`src/logic/core_ctrl_pkg.sv`:
```
package core_ctrl_pkg;

  ////////////////////
  // enumerations
  ////////////////////

  // controller fsm states
  typedef enum logic [3:0] {
    RESET,
    BOOT_SET,
    SLEEP,
    WAIT_SLEEP,
    FIRST_FETCH,
    DECODE,
    IRQ_TAKEN_ID,
    IRQ_TAKEN_IF,
    IRQ_FLUSH,
    FLUSH_EX,
    FLUSH_WB
  } ctrl_state_e;

  // pc source in the fetch stage
  typedef enum logic [2:0] {
    PC_BOOT,
    PC_JUMP,
    PC_BRANCH,
    PC_EXCEPTION,
    PC_FENCEI,
    PC_MRET
  } pc_mux_e;

  // trap target, exception vs interrupt vector
  typedef enum logic [1:0] {
    EXC_PC_EXCEPTION,
    EXC_PC_IRQ
  } exc_pc_e;

  // jump kind as seen by the decoder
  typedef enum logic [1:0] {
    BRANCH_NONE,
    BRANCH_JAL,
    BRANCH_JALR,
    BRANCH_COND
  } jump_e;

  // operand source for the id stage muxes
  typedef enum logic [1:0] {
    SEL_REGFILE,
    SEL_FW_EX,
    SEL_FW_WB
  } fw_sel_e;

  typedef enum logic [1:0] {
    PRIV_LVL_U = 2'd0,
    PRIV_LVL_M = 2'd3
  } priv_lvl_e;

  // synchronous cause codes, mcause low bits
  typedef enum logic [5:0] {
    ILLEGAL_INSN = 6'd2,
    BREAKPOINT   = 6'd3,
    ECALL_UMODE  = 6'd8,
    ECALL_MMODE  = 6'd11
  } exc_cause_e;

  ////////////////////
  // bundles
  ////////////////////

  // decoder flags for the instruction in id
  typedef struct packed {
    logic  illegal;
    logic  ecall;
    logic  ebrk;
    logic  mret;
    logic  fencei;
    logic  wfi;
    jump_e jump_in_dec;
    jump_e jump_in_id;
  } dec_info_t;

  // one stage's destination compared against the three sources
  typedef struct packed {
    logic is_a;
    logic is_b;
    logic is_c;
  } reg_match_t;

  typedef struct packed {
    logic    pc_set;
    pc_mux_e pc_mux;
    exc_pc_e exc_pc_mux;
  } pc_ctrl_t;

  // cause[5] marks an interrupt, low bits hold irq id or exc_cause_e
  typedef struct packed {
    logic       save_if;
    logic       save_id;
    logic       save_cause;
    logic       restore_mret;
    logic [5:0] cause;
  } csr_ctrl_t;

endpackage

```
`src/logic/core_ctrl.sv`:
```
`timescale 1ns/1ps

module core_ctrl #(
  parameter int REG_ADDR_W = 6,
  parameter int IRQ_ID_W   = 5
) (
  input  logic                       clk,
  input  logic                       rst_n,
  input  logic                       fetch_enable_i,
  input  logic                       instr_valid_i,
  input  logic                       id_ready_i,
  input  logic                       ex_valid_i,
  input  logic                       branch_taken_ex_i,
  input  logic                       irq_i,
  input  logic                       irq_req_i,
  input  logic [IRQ_ID_W-1:0]        irq_id_i,
  input  logic                       m_ie_i,
  input  logic                       u_ie_i,
  input  core_ctrl_pkg::priv_lvl_e   priv_lvl_i,
  input  core_ctrl_pkg::dec_info_t   dec_i,
  input  logic                       data_req_ex_i,
  input  logic                       regfile_we_id_i,
  input  logic                       regfile_we_ex_i,
  input  logic                       regfile_we_wb_i,
  input  logic                       regfile_alu_we_fw_i,
  input  logic                       wb_ready_i,
  input  logic [REG_ADDR_W-1:0]      waddr_id_i,
  input  logic [REG_ADDR_W-1:0]      waddr_ex_i,
  input  core_ctrl_pkg::reg_match_t  match_ex_i,
  input  core_ctrl_pkg::reg_match_t  match_wb_i,
  input  core_ctrl_pkg::reg_match_t  match_alu_i,
  input  logic                       data_misaligned_i,
  output core_ctrl_pkg::pc_ctrl_t    pc_ctrl_o,
  output core_ctrl_pkg::csr_ctrl_t   csr_ctrl_o,
  output logic                       instr_req_o,
  output logic                       busy_o,
  output logic                       halt_if_o,
  output logic                       halt_id_o,
  output logic                       irq_ack_o,
  output logic                       exc_ack_o,
  output logic                       exc_kill_o,
  output logic                       load_stall_o,
  output logic                       jr_stall_o,
  output logic                       deassert_we_o,
  output logic                       misaligned_stall_o,
  output core_ctrl_pkg::fw_sel_e     fw_a_o,
  output core_ctrl_pkg::fw_sel_e     fw_b_o,
  output core_ctrl_pkg::fw_sel_e     fw_c_o
);

  logic is_decoding;

  ctrl_fsm #(
    .IRQ_ID_W (IRQ_ID_W)
  ) ctrl_fsm_i (
    .clk               (clk),
    .rst_n             (rst_n),
    .fetch_enable_i    (fetch_enable_i),
    .instr_valid_i     (instr_valid_i),
    .id_ready_i        (id_ready_i),
    .ex_valid_i        (ex_valid_i),
    .branch_taken_ex_i (branch_taken_ex_i),
    .irq_i             (irq_i),
    .irq_req_i         (irq_req_i),
    .irq_id_i          (irq_id_i),
    .m_ie_i            (m_ie_i),
    .u_ie_i            (u_ie_i),
    .priv_lvl_i        (priv_lvl_i),
    .dec_i             (dec_i),
    .jr_stall_i        (jr_stall_o),
    .pc_ctrl_o         (pc_ctrl_o),
    .csr_ctrl_o        (csr_ctrl_o),
    .instr_req_o       (instr_req_o),
    .busy_o            (busy_o),
    .halt_if_o         (halt_if_o),
    .halt_id_o         (halt_id_o),
    .is_decoding_o     (is_decoding),
    .irq_ack_o         (irq_ack_o),
    .exc_ack_o         (exc_ack_o),
    .exc_kill_o        (exc_kill_o)
  );

  hazard_unit #(
    .REG_ADDR_W (REG_ADDR_W)
  ) hazard_unit_i (
    .is_decoding_i       (is_decoding),
    .illegal_i           (dec_i.illegal),
    .jump_in_dec_i       (dec_i.jump_in_dec),
    .data_req_ex_i       (data_req_ex_i),
    .regfile_we_id_i     (regfile_we_id_i),
    .regfile_we_ex_i     (regfile_we_ex_i),
    .regfile_we_wb_i     (regfile_we_wb_i),
    .regfile_alu_we_fw_i (regfile_alu_we_fw_i),
    .wb_ready_i          (wb_ready_i),
    .waddr_id_i          (waddr_id_i),
    .waddr_ex_i          (waddr_ex_i),
    .match_ex_i          (match_ex_i),
    .match_wb_i          (match_wb_i),
    .match_alu_i         (match_alu_i),
    .load_stall_o        (load_stall_o),
    .jr_stall_o          (jr_stall_o),
    .deassert_we_o       (deassert_we_o)
  );

  fwd_unit fwd_unit_i (
    .regfile_we_wb_i     (regfile_we_wb_i),
    .regfile_alu_we_fw_i (regfile_alu_we_fw_i),
    .data_misaligned_i   (data_misaligned_i),
    .match_wb_i          (match_wb_i),
    .match_alu_i         (match_alu_i),
    .fw_a_o              (fw_a_o),
    .fw_b_o              (fw_b_o),
    .fw_c_o              (fw_c_o)
  );

  // lsu holds id while the second access of a misaligned pair runs
  assign misaligned_stall_o = data_misaligned_i;

endmodule

```
`src/logic/ctrl_fsm.sv`:
```
`timescale 1ns/1ps

module ctrl_fsm #(
  parameter int IRQ_ID_W = 5
) (
  input  logic                      clk,
  input  logic                      rst_n,
  input  logic                      fetch_enable_i,
  input  logic                      instr_valid_i,
  input  logic                      id_ready_i,
  input  logic                      ex_valid_i,
  input  logic                      branch_taken_ex_i,
  input  logic                      irq_i,
  input  logic                      irq_req_i,
  input  logic [IRQ_ID_W-1:0]       irq_id_i,
  input  logic                      m_ie_i,
  input  logic                      u_ie_i,
  input  core_ctrl_pkg::priv_lvl_e  priv_lvl_i,
  input  core_ctrl_pkg::dec_info_t  dec_i,
  input  logic                      jr_stall_i,
  output core_ctrl_pkg::pc_ctrl_t   pc_ctrl_o,
  output core_ctrl_pkg::csr_ctrl_t  csr_ctrl_o,
  output logic                      instr_req_o,
  output logic                      busy_o,
  output logic                      halt_if_o,
  output logic                      halt_id_o,
  output logic                      is_decoding_o,
  output logic                      irq_ack_o,
  output logic                      exc_ack_o,
  output logic                      exc_kill_o
);

  core_ctrl_pkg::ctrl_state_e state_q, state_d;
  logic jump_done_q, jump_done_d;
  logic irq_enable;
  logic jump_in_dec;
  logic sync_trap;

  // interrupts only honoured when the enable of the current level is set
  assign irq_enable = (m_ie_i && (priv_lvl_i == core_ctrl_pkg::PRIV_LVL_M)) ||
                      (u_ie_i && (priv_lvl_i == core_ctrl_pkg::PRIV_LVL_U));

  // jal and jalr resolve in id, conditional branches in ex
  assign jump_in_dec = (dec_i.jump_in_dec == core_ctrl_pkg::BRANCH_JAL) ||
                       (dec_i.jump_in_dec == core_ctrl_pkg::BRANCH_JALR);

  // held in id through both flush states
  assign sync_trap = dec_i.illegal || dec_i.ecall || dec_i.ebrk;

  ////////////////////
  // next state
  ////////////////////

  always_comb begin
    state_d       = state_q;
    jump_done_d   = jump_done_q;
    instr_req_o   = 1'b1;
    busy_o        = 1'b1;
    halt_if_o     = 1'b0;
    halt_id_o     = 1'b0;
    is_decoding_o = 1'b0;
    irq_ack_o     = 1'b0;
    exc_ack_o     = 1'b0;
    exc_kill_o    = 1'b0;
    csr_ctrl_o    = '0;
    pc_ctrl_o     = '{pc_set: 1'b0,
                      pc_mux: core_ctrl_pkg::PC_BOOT,
                      exc_pc_mux: core_ctrl_pkg::EXC_PC_IRQ};

    unique case (state_q)
      core_ctrl_pkg::RESET: begin
        instr_req_o = 1'b0;
        if (fetch_enable_i) begin
          state_d = core_ctrl_pkg::BOOT_SET;
        end
      end

      // load boot address into the fetch pc
      core_ctrl_pkg::BOOT_SET: begin
        pc_ctrl_o.pc_set = 1'b1;
        pc_ctrl_o.pc_mux = core_ctrl_pkg::PC_BOOT;
        state_d          = core_ctrl_pkg::FIRST_FETCH;
      end

      core_ctrl_pkg::WAIT_SLEEP, core_ctrl_pkg::SLEEP: begin
        busy_o      = 1'b0;
        instr_req_o = 1'b0;
        halt_if_o   = 1'b1;
        halt_id_o   = 1'b1;
        if (state_q == core_ctrl_pkg::WAIT_SLEEP) begin
          state_d = core_ctrl_pkg::SLEEP;
        end else if (irq_i) begin
          // wake up into the pipeline left empty by the wfi flush
          state_d = core_ctrl_pkg::FIRST_FETCH;
        end
      end

      core_ctrl_pkg::FIRST_FETCH: begin
        if (id_ready_i) begin
          state_d = core_ctrl_pkg::DECODE;
        end
        // nothing is in flight yet so the irq is taken from if
        if (irq_req_i && irq_enable) begin
          halt_if_o = 1'b1;
          halt_id_o = 1'b1;
          state_d   = core_ctrl_pkg::IRQ_TAKEN_IF;
        end
      end

      core_ctrl_pkg::DECODE: begin
        if (branch_taken_ex_i) begin
          // ex redirect wins over whatever sits in id
          pc_ctrl_o.pc_set = 1'b1;
          pc_ctrl_o.pc_mux = core_ctrl_pkg::PC_BRANCH;
        end else if (instr_valid_i) begin
          is_decoding_o = 1'b1;
          if (irq_req_i && irq_enable) begin
            halt_if_o = 1'b1;
            halt_id_o = 1'b1;
            state_d   = core_ctrl_pkg::IRQ_FLUSH;
          end else begin
            exc_kill_o = irq_req_i;
            if (sync_trap) begin
              halt_if_o             = 1'b1;
              halt_id_o             = 1'b1;
              csr_ctrl_o.save_id    = 1'b1;
              csr_ctrl_o.save_cause = 1'b1;
              state_d               = core_ctrl_pkg::FLUSH_EX;
              if (dec_i.illegal) begin
                csr_ctrl_o.cause = core_ctrl_pkg::ILLEGAL_INSN;
              end else if (dec_i.ebrk) begin
                csr_ctrl_o.cause = core_ctrl_pkg::BREAKPOINT;
              end else if (priv_lvl_i == core_ctrl_pkg::PRIV_LVL_U) begin
                csr_ctrl_o.cause = core_ctrl_pkg::ECALL_UMODE;
              end else begin
                csr_ctrl_o.cause = core_ctrl_pkg::ECALL_MMODE;
              end
            end else if (jump_in_dec) begin
              pc_ctrl_o.pc_mux = core_ctrl_pkg::PC_JUMP;
              // wait out a jr hazard, and jump only once per instruction
              if (!jr_stall_i && !jump_done_q) begin
                pc_ctrl_o.pc_set = 1'b1;
                jump_done_d      = 1'b1;
              end
            end else if (dec_i.mret || dec_i.fencei || dec_i.wfi) begin
              halt_if_o               = 1'b1;
              halt_id_o               = 1'b1;
              csr_ctrl_o.restore_mret = dec_i.mret;
              state_d                 = core_ctrl_pkg::FLUSH_EX;
            end
          end
        end
      end

      // drain ex with its variable latency
      core_ctrl_pkg::FLUSH_EX: begin
        halt_if_o = 1'b1;
        halt_id_o = 1'b1;
        if (ex_valid_i) begin
          state_d = core_ctrl_pkg::FLUSH_WB;
        end
      end

      core_ctrl_pkg::FLUSH_WB: begin
        halt_if_o = 1'b1;
        halt_id_o = 1'b1;
        if (sync_trap) begin
          pc_ctrl_o.pc_set     = 1'b1;
          pc_ctrl_o.pc_mux     = core_ctrl_pkg::PC_EXCEPTION;
          pc_ctrl_o.exc_pc_mux = core_ctrl_pkg::EXC_PC_EXCEPTION;
        end else if (dec_i.mret) begin
          pc_ctrl_o.pc_set = 1'b1;
          pc_ctrl_o.pc_mux = core_ctrl_pkg::PC_MRET;
        end else if (dec_i.fencei) begin
          // refetch from the next instruction
          pc_ctrl_o.pc_set = 1'b1;
          pc_ctrl_o.pc_mux = core_ctrl_pkg::PC_FENCEI;
        end
        state_d = dec_i.wfi ? core_ctrl_pkg::WAIT_SLEEP : core_ctrl_pkg::DECODE;
      end

      core_ctrl_pkg::IRQ_FLUSH: begin
        halt_if_o = 1'b1;
        halt_id_o = 1'b1;
        // the request or the enable may have dropped since decode
        if (irq_i && irq_enable) begin
          state_d = core_ctrl_pkg::IRQ_TAKEN_ID;
        end else begin
          exc_kill_o = 1'b1;
          state_d    = core_ctrl_pkg::DECODE;
        end
      end

      core_ctrl_pkg::IRQ_TAKEN_ID, core_ctrl_pkg::IRQ_TAKEN_IF: begin
        pc_ctrl_o.pc_set      = 1'b1;
        pc_ctrl_o.pc_mux      = core_ctrl_pkg::PC_EXCEPTION;
        pc_ctrl_o.exc_pc_mux  = core_ctrl_pkg::EXC_PC_IRQ;
        csr_ctrl_o.cause      = {1'b1, irq_id_i};
        csr_ctrl_o.save_cause = 1'b1;
        // epc comes from id or from if depending on where it was taken
        csr_ctrl_o.save_id    = (state_q == core_ctrl_pkg::IRQ_TAKEN_ID);
        csr_ctrl_o.save_if    = (state_q == core_ctrl_pkg::IRQ_TAKEN_IF);
        irq_ack_o             = 1'b1;
        exc_ack_o             = 1'b1;
        state_d               = core_ctrl_pkg::DECODE;
      end

      default: begin
        instr_req_o = 1'b0;
        state_d     = core_ctrl_pkg::RESET;
      end
    endcase
  end

  always_ff @(posedge clk or negedge rst_n) begin
    if (!rst_n) begin
      state_q     <= core_ctrl_pkg::RESET;
      jump_done_q <= 1'b0;
    end else begin
      state_q     <= state_d;
      // released once the jump leaves id
      jump_done_q <= jump_done_d && !id_ready_i;
    end
  end

  ////////////////////
  // checks
  ////////////////////

  // no branch prediction, so a taken branch is never followed by another
  assert property (@(posedge clk) disable iff (!rst_n)
    branch_taken_ex_i |=> !branch_taken_ex_i)
    else $error("back-to-back taken branches");

  // an irq is only taken after the irq flush or straight from first fetch
  assert property (@(posedge clk) disable iff (!rst_n)
    irq_ack_o |->
      ($past(state_q) inside {core_ctrl_pkg::IRQ_FLUSH, core_ctrl_pkg::FIRST_FETCH}))
    else $error("irq acknowledged without passing irq flush or first fetch");

endmodule

```
`src/logic/fwd_unit.sv`:
```
`timescale 1ns/1ps

module fwd_unit (
  input  logic                       regfile_we_wb_i,
  input  logic                       regfile_alu_we_fw_i,
  input  logic                       data_misaligned_i,
  input  core_ctrl_pkg::reg_match_t  match_wb_i,
  input  core_ctrl_pkg::reg_match_t  match_alu_i,
  output core_ctrl_pkg::fw_sel_e     fw_a_o,
  output core_ctrl_pkg::fw_sel_e     fw_b_o,
  output core_ctrl_pkg::fw_sel_e     fw_c_o
);

  always_comb begin
    fw_a_o = core_ctrl_pkg::SEL_REGFILE;
    fw_b_o = core_ctrl_pkg::SEL_REGFILE;
    fw_c_o = core_ctrl_pkg::SEL_REGFILE;

    // wb -> id
    if (regfile_we_wb_i) begin
      if (match_wb_i.is_a) fw_a_o = core_ctrl_pkg::SEL_FW_WB;
      if (match_wb_i.is_b) fw_b_o = core_ctrl_pkg::SEL_FW_WB;
      if (match_wb_i.is_c) fw_c_o = core_ctrl_pkg::SEL_FW_WB;
    end

    // ex -> id, younger result so it wins over wb
    if (regfile_alu_we_fw_i) begin
      if (match_alu_i.is_a) fw_a_o = core_ctrl_pkg::SEL_FW_EX;
      if (match_alu_i.is_b) fw_b_o = core_ctrl_pkg::SEL_FW_EX;
      if (match_alu_i.is_c) fw_c_o = core_ctrl_pkg::SEL_FW_EX;
    end

    // second half of a misaligned access reuses the ex address
    if (data_misaligned_i) begin
      fw_a_o = core_ctrl_pkg::SEL_FW_EX;
      fw_b_o = core_ctrl_pkg::SEL_REGFILE;
    end
  end

endmodule

```
`src/logic/hazard_unit.sv`:
```
`timescale 1ns/1ps

module hazard_unit #(
  parameter int REG_ADDR_W = 6
) (
  input  logic                       is_decoding_i,
  input  logic                       illegal_i,
  input  core_ctrl_pkg::jump_e       jump_in_dec_i,
  input  logic                       data_req_ex_i,
  input  logic                       regfile_we_id_i,
  input  logic                       regfile_we_ex_i,
  input  logic                       regfile_we_wb_i,
  input  logic                       regfile_alu_we_fw_i,
  input  logic                       wb_ready_i,
  input  logic [REG_ADDR_W-1:0]      waddr_id_i,
  input  logic [REG_ADDR_W-1:0]      waddr_ex_i,
  input  core_ctrl_pkg::reg_match_t  match_ex_i,
  input  core_ctrl_pkg::reg_match_t  match_wb_i,
  input  core_ctrl_pkg::reg_match_t  match_alu_i,
  output logic                       load_stall_o,
  output logic                       jr_stall_o,
  output logic                       deassert_we_o
);

  logic load_pending;
  logic load_dep;

  // load in ex, or a write stuck in wb
  assign load_pending = (data_req_ex_i && regfile_we_ex_i) || (!wb_ready_i && regfile_we_wb_i);

  // any source read, or a waw on the decoded destination
  assign load_dep = match_ex_i.is_a || match_ex_i.is_b || match_ex_i.is_c ||
                    (is_decoding_i && regfile_we_id_i && (waddr_ex_i == waddr_id_i));

  assign load_stall_o = load_pending && load_dep;

  // jalr target needs rs1 straight from the regfile, no forwarding to the pc
  assign jr_stall_o = (jump_in_dec_i == core_ctrl_pkg::BRANCH_JALR) &&
                      ((regfile_we_wb_i && match_wb_i.is_a) ||
                       (regfile_we_ex_i && match_ex_i.is_a) ||
                       (regfile_alu_we_fw_i && match_alu_i.is_a));

  // a stalled instruction must never commit its write
  assign deassert_we_o = load_stall_o || jr_stall_o || illegal_i || !is_decoding_i;

endmodule

```
`config.mk`:
```
export PLATFORM = sky130hd
export DESIGN_NAME = core_ctrl
export DESIGN_NICKNAME = d
export VERILOG_FILES = /design/src/logic/core_ctrl_pkg.sv /design/src/logic/core_ctrl.sv /design/src/logic/ctrl_fsm.sv /design/src/logic/fwd_unit.sv /design/src/logic/hazard_unit.sv
export SDC_FILE = /design/constraint.sdc
export NUM_CORES = 1
export LEC_CHECK = 0
export BUFFER_PORTS_ARGS = -buffer_cell sky130_fd_sc_hd__buf_2
export CAP_MARGIN = 25
export CORE_AREA = 2 2 40 79
export CTS_CLUSTER_SIZE = 24
export DETAILED_ROUTE_END_ITERATION = 8
export DIE_AREA = 0 0 42 81
export MAX_ROUTING_LAYER = met4
export PLACE_DENSITY = 0.78
export SLEW_MARGIN = 5
export SYNTH_ARGS = -nofsm -noshare
export SYNTH_HDL_FRONTEND = slang
export SYNTH_HIERARCHICAL = 1
export SYNTH_SLANG_ARGS = --single-unit
```
`constraint.sdc`:
```
create_clock -name clk -period 3.5 [get_ports clk]
set_clock_uncertainty 0.15 [all_clocks]
set_input_delay 0.7 -clock clk [delete_from_list [all_inputs] [get_ports clk]]
set_output_delay 0.7 -clock clk [all_outputs]
set_load 0.1 [all_outputs]
```
==> results of run 1 <==
==> logic make-up after synthesis <==
family          Yosys count  synth area share [%]
simple gates             77                  41.1
compound gates           42                  31.1
buf+inv                  15                  8.16
xor+xnor                  7                  5.88
flops                     5                  12.0
mux                       1                  1.44
other cells               1                 0.360
==> cell usage after synthesis, drive strengths merged, types with 3 or more instances <==
cell / instances / area [µm²]
nand3: 3 / 20.0
nor4: 3 / 18.8
buf: 7 / 53.8
nor2b: 3 / 18.8
inv: 4 / 15.0
a21oi: 7 / 35.0
nand2b: 6 / 37.5
nor2: 11 / 43.8
and3: 6 / 42.5
and2: 3 / 18.8
or3: 4 / 25.0
o21ai: 11 / 55.1
xor2: 5 / 43.8
dfrtp: 5 / 125
nand2: 20 / 75.1
or4: 3 / 22.5
nor3: 6 / 35.0
clkbuf: 4 / 16.3
nor3b: 4 / 30.0
==> critical path: cells and delay by family (launching register included) <==
kind                   cells  cell delay [ns]
and+or+nand+nor            6             1.46
DFF                        1             0.36
buffers and inverters      1             0.26
AOI/OAI and AO/OA          1             0.16
==> worst paths after layout <==
path	startpoint	endpoint	cells past startpoint
worst max-delay path	ctrl_fsm_i/state_q[1]	deassert_we_o	8
worst min-delay path	rst_n	ctrl_fsm_i/state_q[2]	1
worst max register to register	ctrl_fsm_i/state_q[0]	ctrl_fsm_i/state_q[2]	6
worst min register to register	ctrl_fsm_i/jump_done_q	ctrl_fsm_i/jump_done_q	2
max in group asynchronous	rst_n	ctrl_fsm_i/state_q[3]	1
min in group clk	ctrl_fsm_i/jump_done_q	ctrl_fsm_i/jump_done_q	2
==> flip-flops by register name (all words and copies together), names as in the netlist <==
name	cells
ctrl_fsm_i/jump_done_q	1
ctrl_fsm_i/state_q	4
==> what timing repair did <==
| action | in CTS | in global routing |
|---|---|---|
| endpoints found under the setup margin | 0 | 1 |
| gates resized for setup | 0 | 3 |
| endpoints found under the hold margin | 0 | 0 |
==> per-layer routing <==
metal,track usage [%],wire length [µm],up-vias
li1,-,-,713
met1,22.5,1310,629
met2,34.1,1580,73
met3,4.22,312,10
met4,9.35,67,0
met5,-,0,-
==> placed cells by master, fill, tap and decap left out, drive strengths merged, types with 2 or more instances in the layout <==
cell type,instances
xnor2,2
or4,3
nor2b,3
nand2b,6
o21ai,11
nand3,3
nor3b,4
and3,6
o31ai,2
dfrtp,5
and2b,2
o21a,2
o22ai,2
clkbuf,5
and2,3
nor3,6
a21boi,2
inv,4
buf,89
nor2,11
nand2,20
nor4,3
o22a,2
xor2,5
a21oi,7
or3,4
==> through the flow <==
stage / hold slack [ns] / instances
finish: 0.124 / 261
global route: 0.132 / 261
CTS: 0.120 / 261
detailed placement: 0.364 / 257
global placement: 0.359 / 257
floorplan: 0.254 / 148
==> area by class of cell <==
cell class / instances / area (µm²) / area share, %
multi-input cells: 128 / 925 / 55.2
repair buffers: 90 / 528 / 31.5
flip-flops and latches: 5 / 125 / 7.47
clock buffers: 4 / 45.0 / 2.69
well taps: 30 / 37.5 / 2.24
inverters: 4 / 15.0 / 0.896
==> power groups by stage <==
stage               registers, mW  clock network (mW)  logic [mW]
floorplan                  0.0928                   0       0.915
global placement           0.0853                   0        1.09
detailed placement         0.0871                   0        1.10
CTS                        0.0864               0.113        1.10
global route               0.0879               0.117        1.17
finish                     0.0859               0.110        1.10
==> flow_metrics.py, run 1 <==
metrics = {
    "floorplan": {
        "io_pins": 89,
        "die_x_um": 42,
        "die_area_mm2": 0.00340,
        "start_util_pct": 36.7,
        "core_region_area_mm2": 0.00284,
        "chipHeight_um": 81,
        "rows": 28,
    },
    "yosys": {
        "synth_cell_types": 54,
        "synth_edf_count": 0,
        "syn_area_per_cell_um2": 7.04,
        "synthArstFlopShare_pct": 100,
        "netlist_area_mm2": 0.00104,
        "synth_warnings": 6,
        "yosys_most_used_dff": "dfrtp_1",
        "syn_inst": 148,
        "ys_ff_latch": 5,
        "ys_seq_area_share_pct": 12.0,
        "synthesis.nets": 204,
    },
    "worst_hold_path": {
        "hp-class": "in -> async",
    },
    "critical_path": {
        "crit_required_ns": 2.65,
        "end_kind": "output pin",
        "worst-path-max-fanout": 4,
        "worst_path_largest_cell_delay_ns": 0.52,
        "cp-start-kind": "register",
        "path_cells": "and2b_1 -> nand2_2 -> nor2_4 -> nand2_1 -> or4_1 -> or4_1 -> o211ai_1 -> clkbuf_16",
        "r2r_slack_ns": 1.50,
        "crit_top_cell": "or4_1",
        "crit_type": "reg -> out",
        "crit_path_top_delay_cell": "or4_1",
        "worstPathArrival_ns": 2.48,
    },
    "drt": {
        "via_per_inst": 5.46,
        "vias": 1425,
        "drc": 0,
        "routed_wl_mm": 3.27,
        "wl_per_cell_um": 12.5,
        "drt_first_iter_violations": 28,
        "drt-pass1-iter-count": 4,
        "antenna_left": 0,
    },
    "pwr": {
        "p_clk_share_pct": 8.5,
        "power.leakage_nw": 0.814,
        "peakVddDrop_mv": 0.817,
        "p_per_area_mw_per_mm2": 776,
        "power.switching_mw": 0.847,
        "p_sw_share_pct": 65.1,
        "p_total_mw": 1.30,
        "p_comb_share_pct": 84.9,
        "p_int_mw": 0.454,
        "p_seq_share_pct": 6.6,
    },
    "placed_design": {
        "port_buffers": 85,
        "place_congestion": 0.869,
        "dpl.hpwl_mm": 2.77,
        "place_ws_ns": 0.230,
        "placed_area_mm2": 0.00162,
    },
    "sta": {
        "finalHoldViolCount": 0,
        "slew_headroom_pct": 61.5,
        "setup_viol": 0,
        "tightest_slew_ns": 0.572,
        "timing.fmax_ghz": 0.301,
        "fin_crit_sh_pct": 95.0,
        "final.min_clock_period_ns": 3.33,
        "tns_ns": 0,
        "drv_slew": 0,
        "layout_setup_ws_ns": 0.174,
        "rsz0062_at_grt": "no",
    },
    "global_routing": {
        "antenna_found_initial": 0,
        "grt.total_usage_pct": 20.2,
        "grt_first_pass_wirelength_mm": 5.32,
        "grt_max_degree": 22,
        "grt-ovfl-total": 0,
        "grt_pass1_vias": 1256,
    },
    "clock_tree": {
        "cts_root_buf": "clkbuf_8",
        "cts_buffers": 3,
        "clockBufferDepth": 2,
        "htree_levels": 1,
        "cts_tree": "yes",
        "clkTransAtPathRegs_ns": 0.04,
        "cts.sinks": 5,
        "hold_buffers": 0,
        "post_cts_buffers": 0,
        "clock_latency_ns": 0.23,
    },
    "run_status": {
        "status": "complete, no violations",
    },
    "finish": {
        "nFillCells": 263,
        "fin_util_pct": 59.0,
        "final_area_mm2": 0.00168,
        "drive_above_1_share_pct": 50.6,
        "fin_nets": 288,
        "area_growth_pct": 60.7,
        "num_antenna_cells": 0,
    },
    "run": {
        "drv_cap": 0,
    },
}
Note: power is estimated with default switching activity, not from simulation.
==> run 2, diff against run 1 <==
--- a/config.mk
+++ b/config.mk
@@ -5,14 +5,15 @@
 export SDC_FILE = /design/constraint.sdc
 export NUM_CORES = 1
 export LEC_CHECK = 0
+export ABC_AREA = 1
 export BUFFER_PORTS_ARGS = -buffer_cell sky130_fd_sc_hd__buf_2
 export CAP_MARGIN = 25
-export CORE_AREA = 2 2 40 79
+export CORE_AREA = 2 2 41 80
 export CTS_CLUSTER_SIZE = 24
 export DETAILED_ROUTE_END_ITERATION = 8
-export DIE_AREA = 0 0 42 81
+export DIE_AREA = 0 0 43 82
 export MAX_ROUTING_LAYER = met4
-export PLACE_DENSITY = 0.78
+export PLACE_DENSITY = 0.79
 export SLEW_MARGIN = 5
 export SYNTH_ARGS = -nofsm -noshare
 export SYNTH_HDL_FRONTEND = slang
==> flow_metrics.py, run 2 <==
metrics = {
    "sta": {
        "drv_slew": 0,
        "setup_viol": 0,
        "layout_setup_ws_ns": 0.478,
        "final.min_clock_period_ns": 3.02,
        "rsz0062_at_grt": "no",
        "tns_ns": 0,
        "fin_crit_sh_pct": 86.4,
        "hold_slack_ns": 0.137,
        "timing.fmax_ghz": 0.331,
        "finalHoldViolCount": 0,
    },
    "finish": {
        "drive_above_1_share_pct": 42.0,
        "top_regs": "ctrl_fsm_i/state_q: 4 flops, ctrl_fsm_i/jump_done_q: 1 flops",
        "fin_nets": 345,
        "largest_reg_flops": 4,
        "final_area_mm2": 0.00162,
        "final_cell_mix": "buf_2 (85), nand2_1 (59), inv_1 (36), nor2_1 (25), nand3_1 (18)",
        "regMostFlops": "ctrl_fsm_i/state_q",
        "num_antenna_cells": 0,
        "area_growth_pct": 48.4,
        "final_common_cell": "buf_2",
    },
    "clock_tree": {
        "clockBufferDepth": 2,
        "cts_root_buf": "clkbuf_8",
        "cts_buffers": 3,
        "hold_buffers": 0,
        "post_cts_buffers": 0,
        "htree_levels": 1,
        "clkTransAtPathRegs_ns": 0.04,
        "clock_latency_ns": 0.22,
        "cts.sinks": 5,
        "cts_tree": "yes",
        "post_cts_resized": 0,
    },
    "yosys": {
        "yosys.area.top_type": "nand2_1",
        "yosys_most_used_dff": "dfrtp_1",
        "synth_warnings": 6,
        "synth_edf_count": 0,
        "yosysMostFrequentCell": "nand2_1",
        "ys_ff_latch": 5,
        "synth_area_leaders": "nand2_1 (21%), inv_1 (13%), dfrtp_1 (11%), nor2_1 (8.6%), nand3_1 (8.3%)",
        "yosys-top-cells-count": "nand2_1 (61), inv_1 (37), nor2_1 (25)",
        "ys_seq_area_share_pct": 11.5,
        "netlist_area_mm2": 0.00109,
        "synthArstFlopShare_pct": 100,
        "yosysTopAreaCellShare_pct": 21.0,
        "syn_area_per_cell_um2": 5.37,
        "synthesis.nets": 259,
        "syn_inst": 203,
        "synth_cell_types": 29,
    },
    "floorplan": {
        "chipHeight_um": 82,
        "core_region_area_mm2": 0.00294,
        "io_pins": 89,
        "start_util_pct": 37.1,
        "die_x_um": 43,
        "die_area_mm2": 0.00353,
        "rows": 28,
    },
    "placed_design": {
        "placed_area_mm2": 0.00157,
        "place_congestion": 0.962,
        "port_buffers": 85,
        "place_ws_ns": 0.543,
        "dpl.hpwl_mm": 3.32,
    },
    "drt": {
        "wl_per_cell_um": 11.6,
        "drt_first_iter_violations": 9,
        "antenna_left": 0,
        "vias": 1567,
        "drt-pass1-iter-count": 4,
        "routed_wl_mm": 3.67,
        "drc": 0,
        "via_per_inst": 4.93,
    },
    "critical_path": {
        "worst-path-max-fanout": 6,
        "worst_path_largest_cell_delay_ns": 0.45,
        "worstRegToRegCells": 8,
        "crit_required_ns": 2.65,
        "crit_family": "simple AND/OR/NAND/NOR gates",
        "cp-start-kind": "register",
        "crit_top_cell": "nand2_1",
        "crit_path_top_delay_cell": "dfrtp_1",
        "critical_path_buf_inv_count": 2,
        "end_kind": "output pin",
        "worstPathArrival_ns": 2.17,
        "reg2reg_from": "ctrl_fsm_i/state_q[0]",
        "path_cells": "inv_2 -> nor2_4 -> nand3_4 -> nor2_8 -> nand3_1 -> nor2_1 -> nand3_1 -> nand2_1 -> nand2_1 -> nand2_1 -> buf_2",
        "r2r_end": "ctrl_fsm_i/jump_done_q",
        "r2r_slack_ns": 1.85,
        "crit_type": "reg -> out",
    },
    "global_routing": {
        "grt_max_degree": 9,
        "antenna_found_initial": 0,
        "grt-ovfl-total": 0,
        "grt_pass1_vias": 1523,
        "grt_first_pass_wirelength_mm": 5.98,
        "grt.total_usage_pct": 22.5,
    },
    "worst_hold_path": {
        "hp-class": "in -> async",
    },
    "pwr": {
        "power.leakage_nw": 1.01,
        "peakVddDrop_mv": 0.416,
        "p_total_mw": 1.27,
        "p_per_area_mw_per_mm2": 785,
    },
    "run": {
        "drv_cap": 0,
    },
    "run_status": {
        "status": "complete, no violations",
    },
}
==> run 2: cells by family (layout without fill, tap and decap cells) <==
| family | Yosys count | after routing | synth area share (%) |
|---|---|---|---|
| flops | 5 | 5 | 11.5 |
| other cells | 1 | 1 | 0.344 |
| buf+inv | 47 | 132 | 17.5 |
| simple gates | 134 | 134 | 60.9 |
| compound gates | 16 | 16 | 9.75 |
==> run 2: cell type report <==
cell class / count / area, µm²
clock buffer: 4 / 45.0
inverter: 43 / 161
sequential: 5 / 125
tap: 30 / 37.5
fill: 337 / 1320
timing repair buffer: 85 / 425
multi-input combinational: 151 / 825
==> run 2: stage by stage <==
| stage | utilization (%) | instances |
|---|---|---|
| after global routing | 55.0 | 318 |
| after detailed placement | 53.5 | 314 |
| final | 55.0 | 318 |
| after global placement | 53.5 | 314 |
| after CTS | 55.0 | 318 |
| after floorplan | - | 203 |
==> run 2: worst max path at each step <==
stage,startpoint,cells after the start,to
2_1_floorplan,ctrl_fsm_i/state_q[0],6,pc_ctrl_o[5]
3_3_place_gp,branch_taken_ex_i,11,deassert_we_o
3_5_place_dp,branch_taken_ex_i,11,deassert_we_o
4_1_cts,ctrl_fsm_i/state_q[0],11,deassert_we_o
5_1_grt,ctrl_fsm_i/state_q[0],11,deassert_we_o
6_report,ctrl_fsm_i/state_q[0],11,deassert_we_o
==> run 2: routing by layer <==
layer,GRT usage [%],up-vias,wire length [µm]
met4,10.3,0,157
met5,-,-,0
met3,2.86,17,231
li1,-,793,-
met1,18.8,682,1180
met2,46.2,75,2100
==> run 2: worst reg2reg max path: stages (launching register included) <==
cell	delay, ns
dfrtp_1	0.45
inv_2	0.11
nor2_4	0.21
nand3_4	0.14
nor2_8	0.17
nand2_4	0.09
nor2_2	0.09
nand2_1	0.07
a21oi_2	0.10
==> run 2: power by group <==
| part | leakage, nW | switching [mW] | internal, mW |
|---|---|---|---|
| Combinational | 0.926 | 0.838 | 0.208 |
| Sequential | 0.0653 | 0.0416 | 0.0791 |
| Clock | 0.0228 | 0.0258 | 0.0780 |
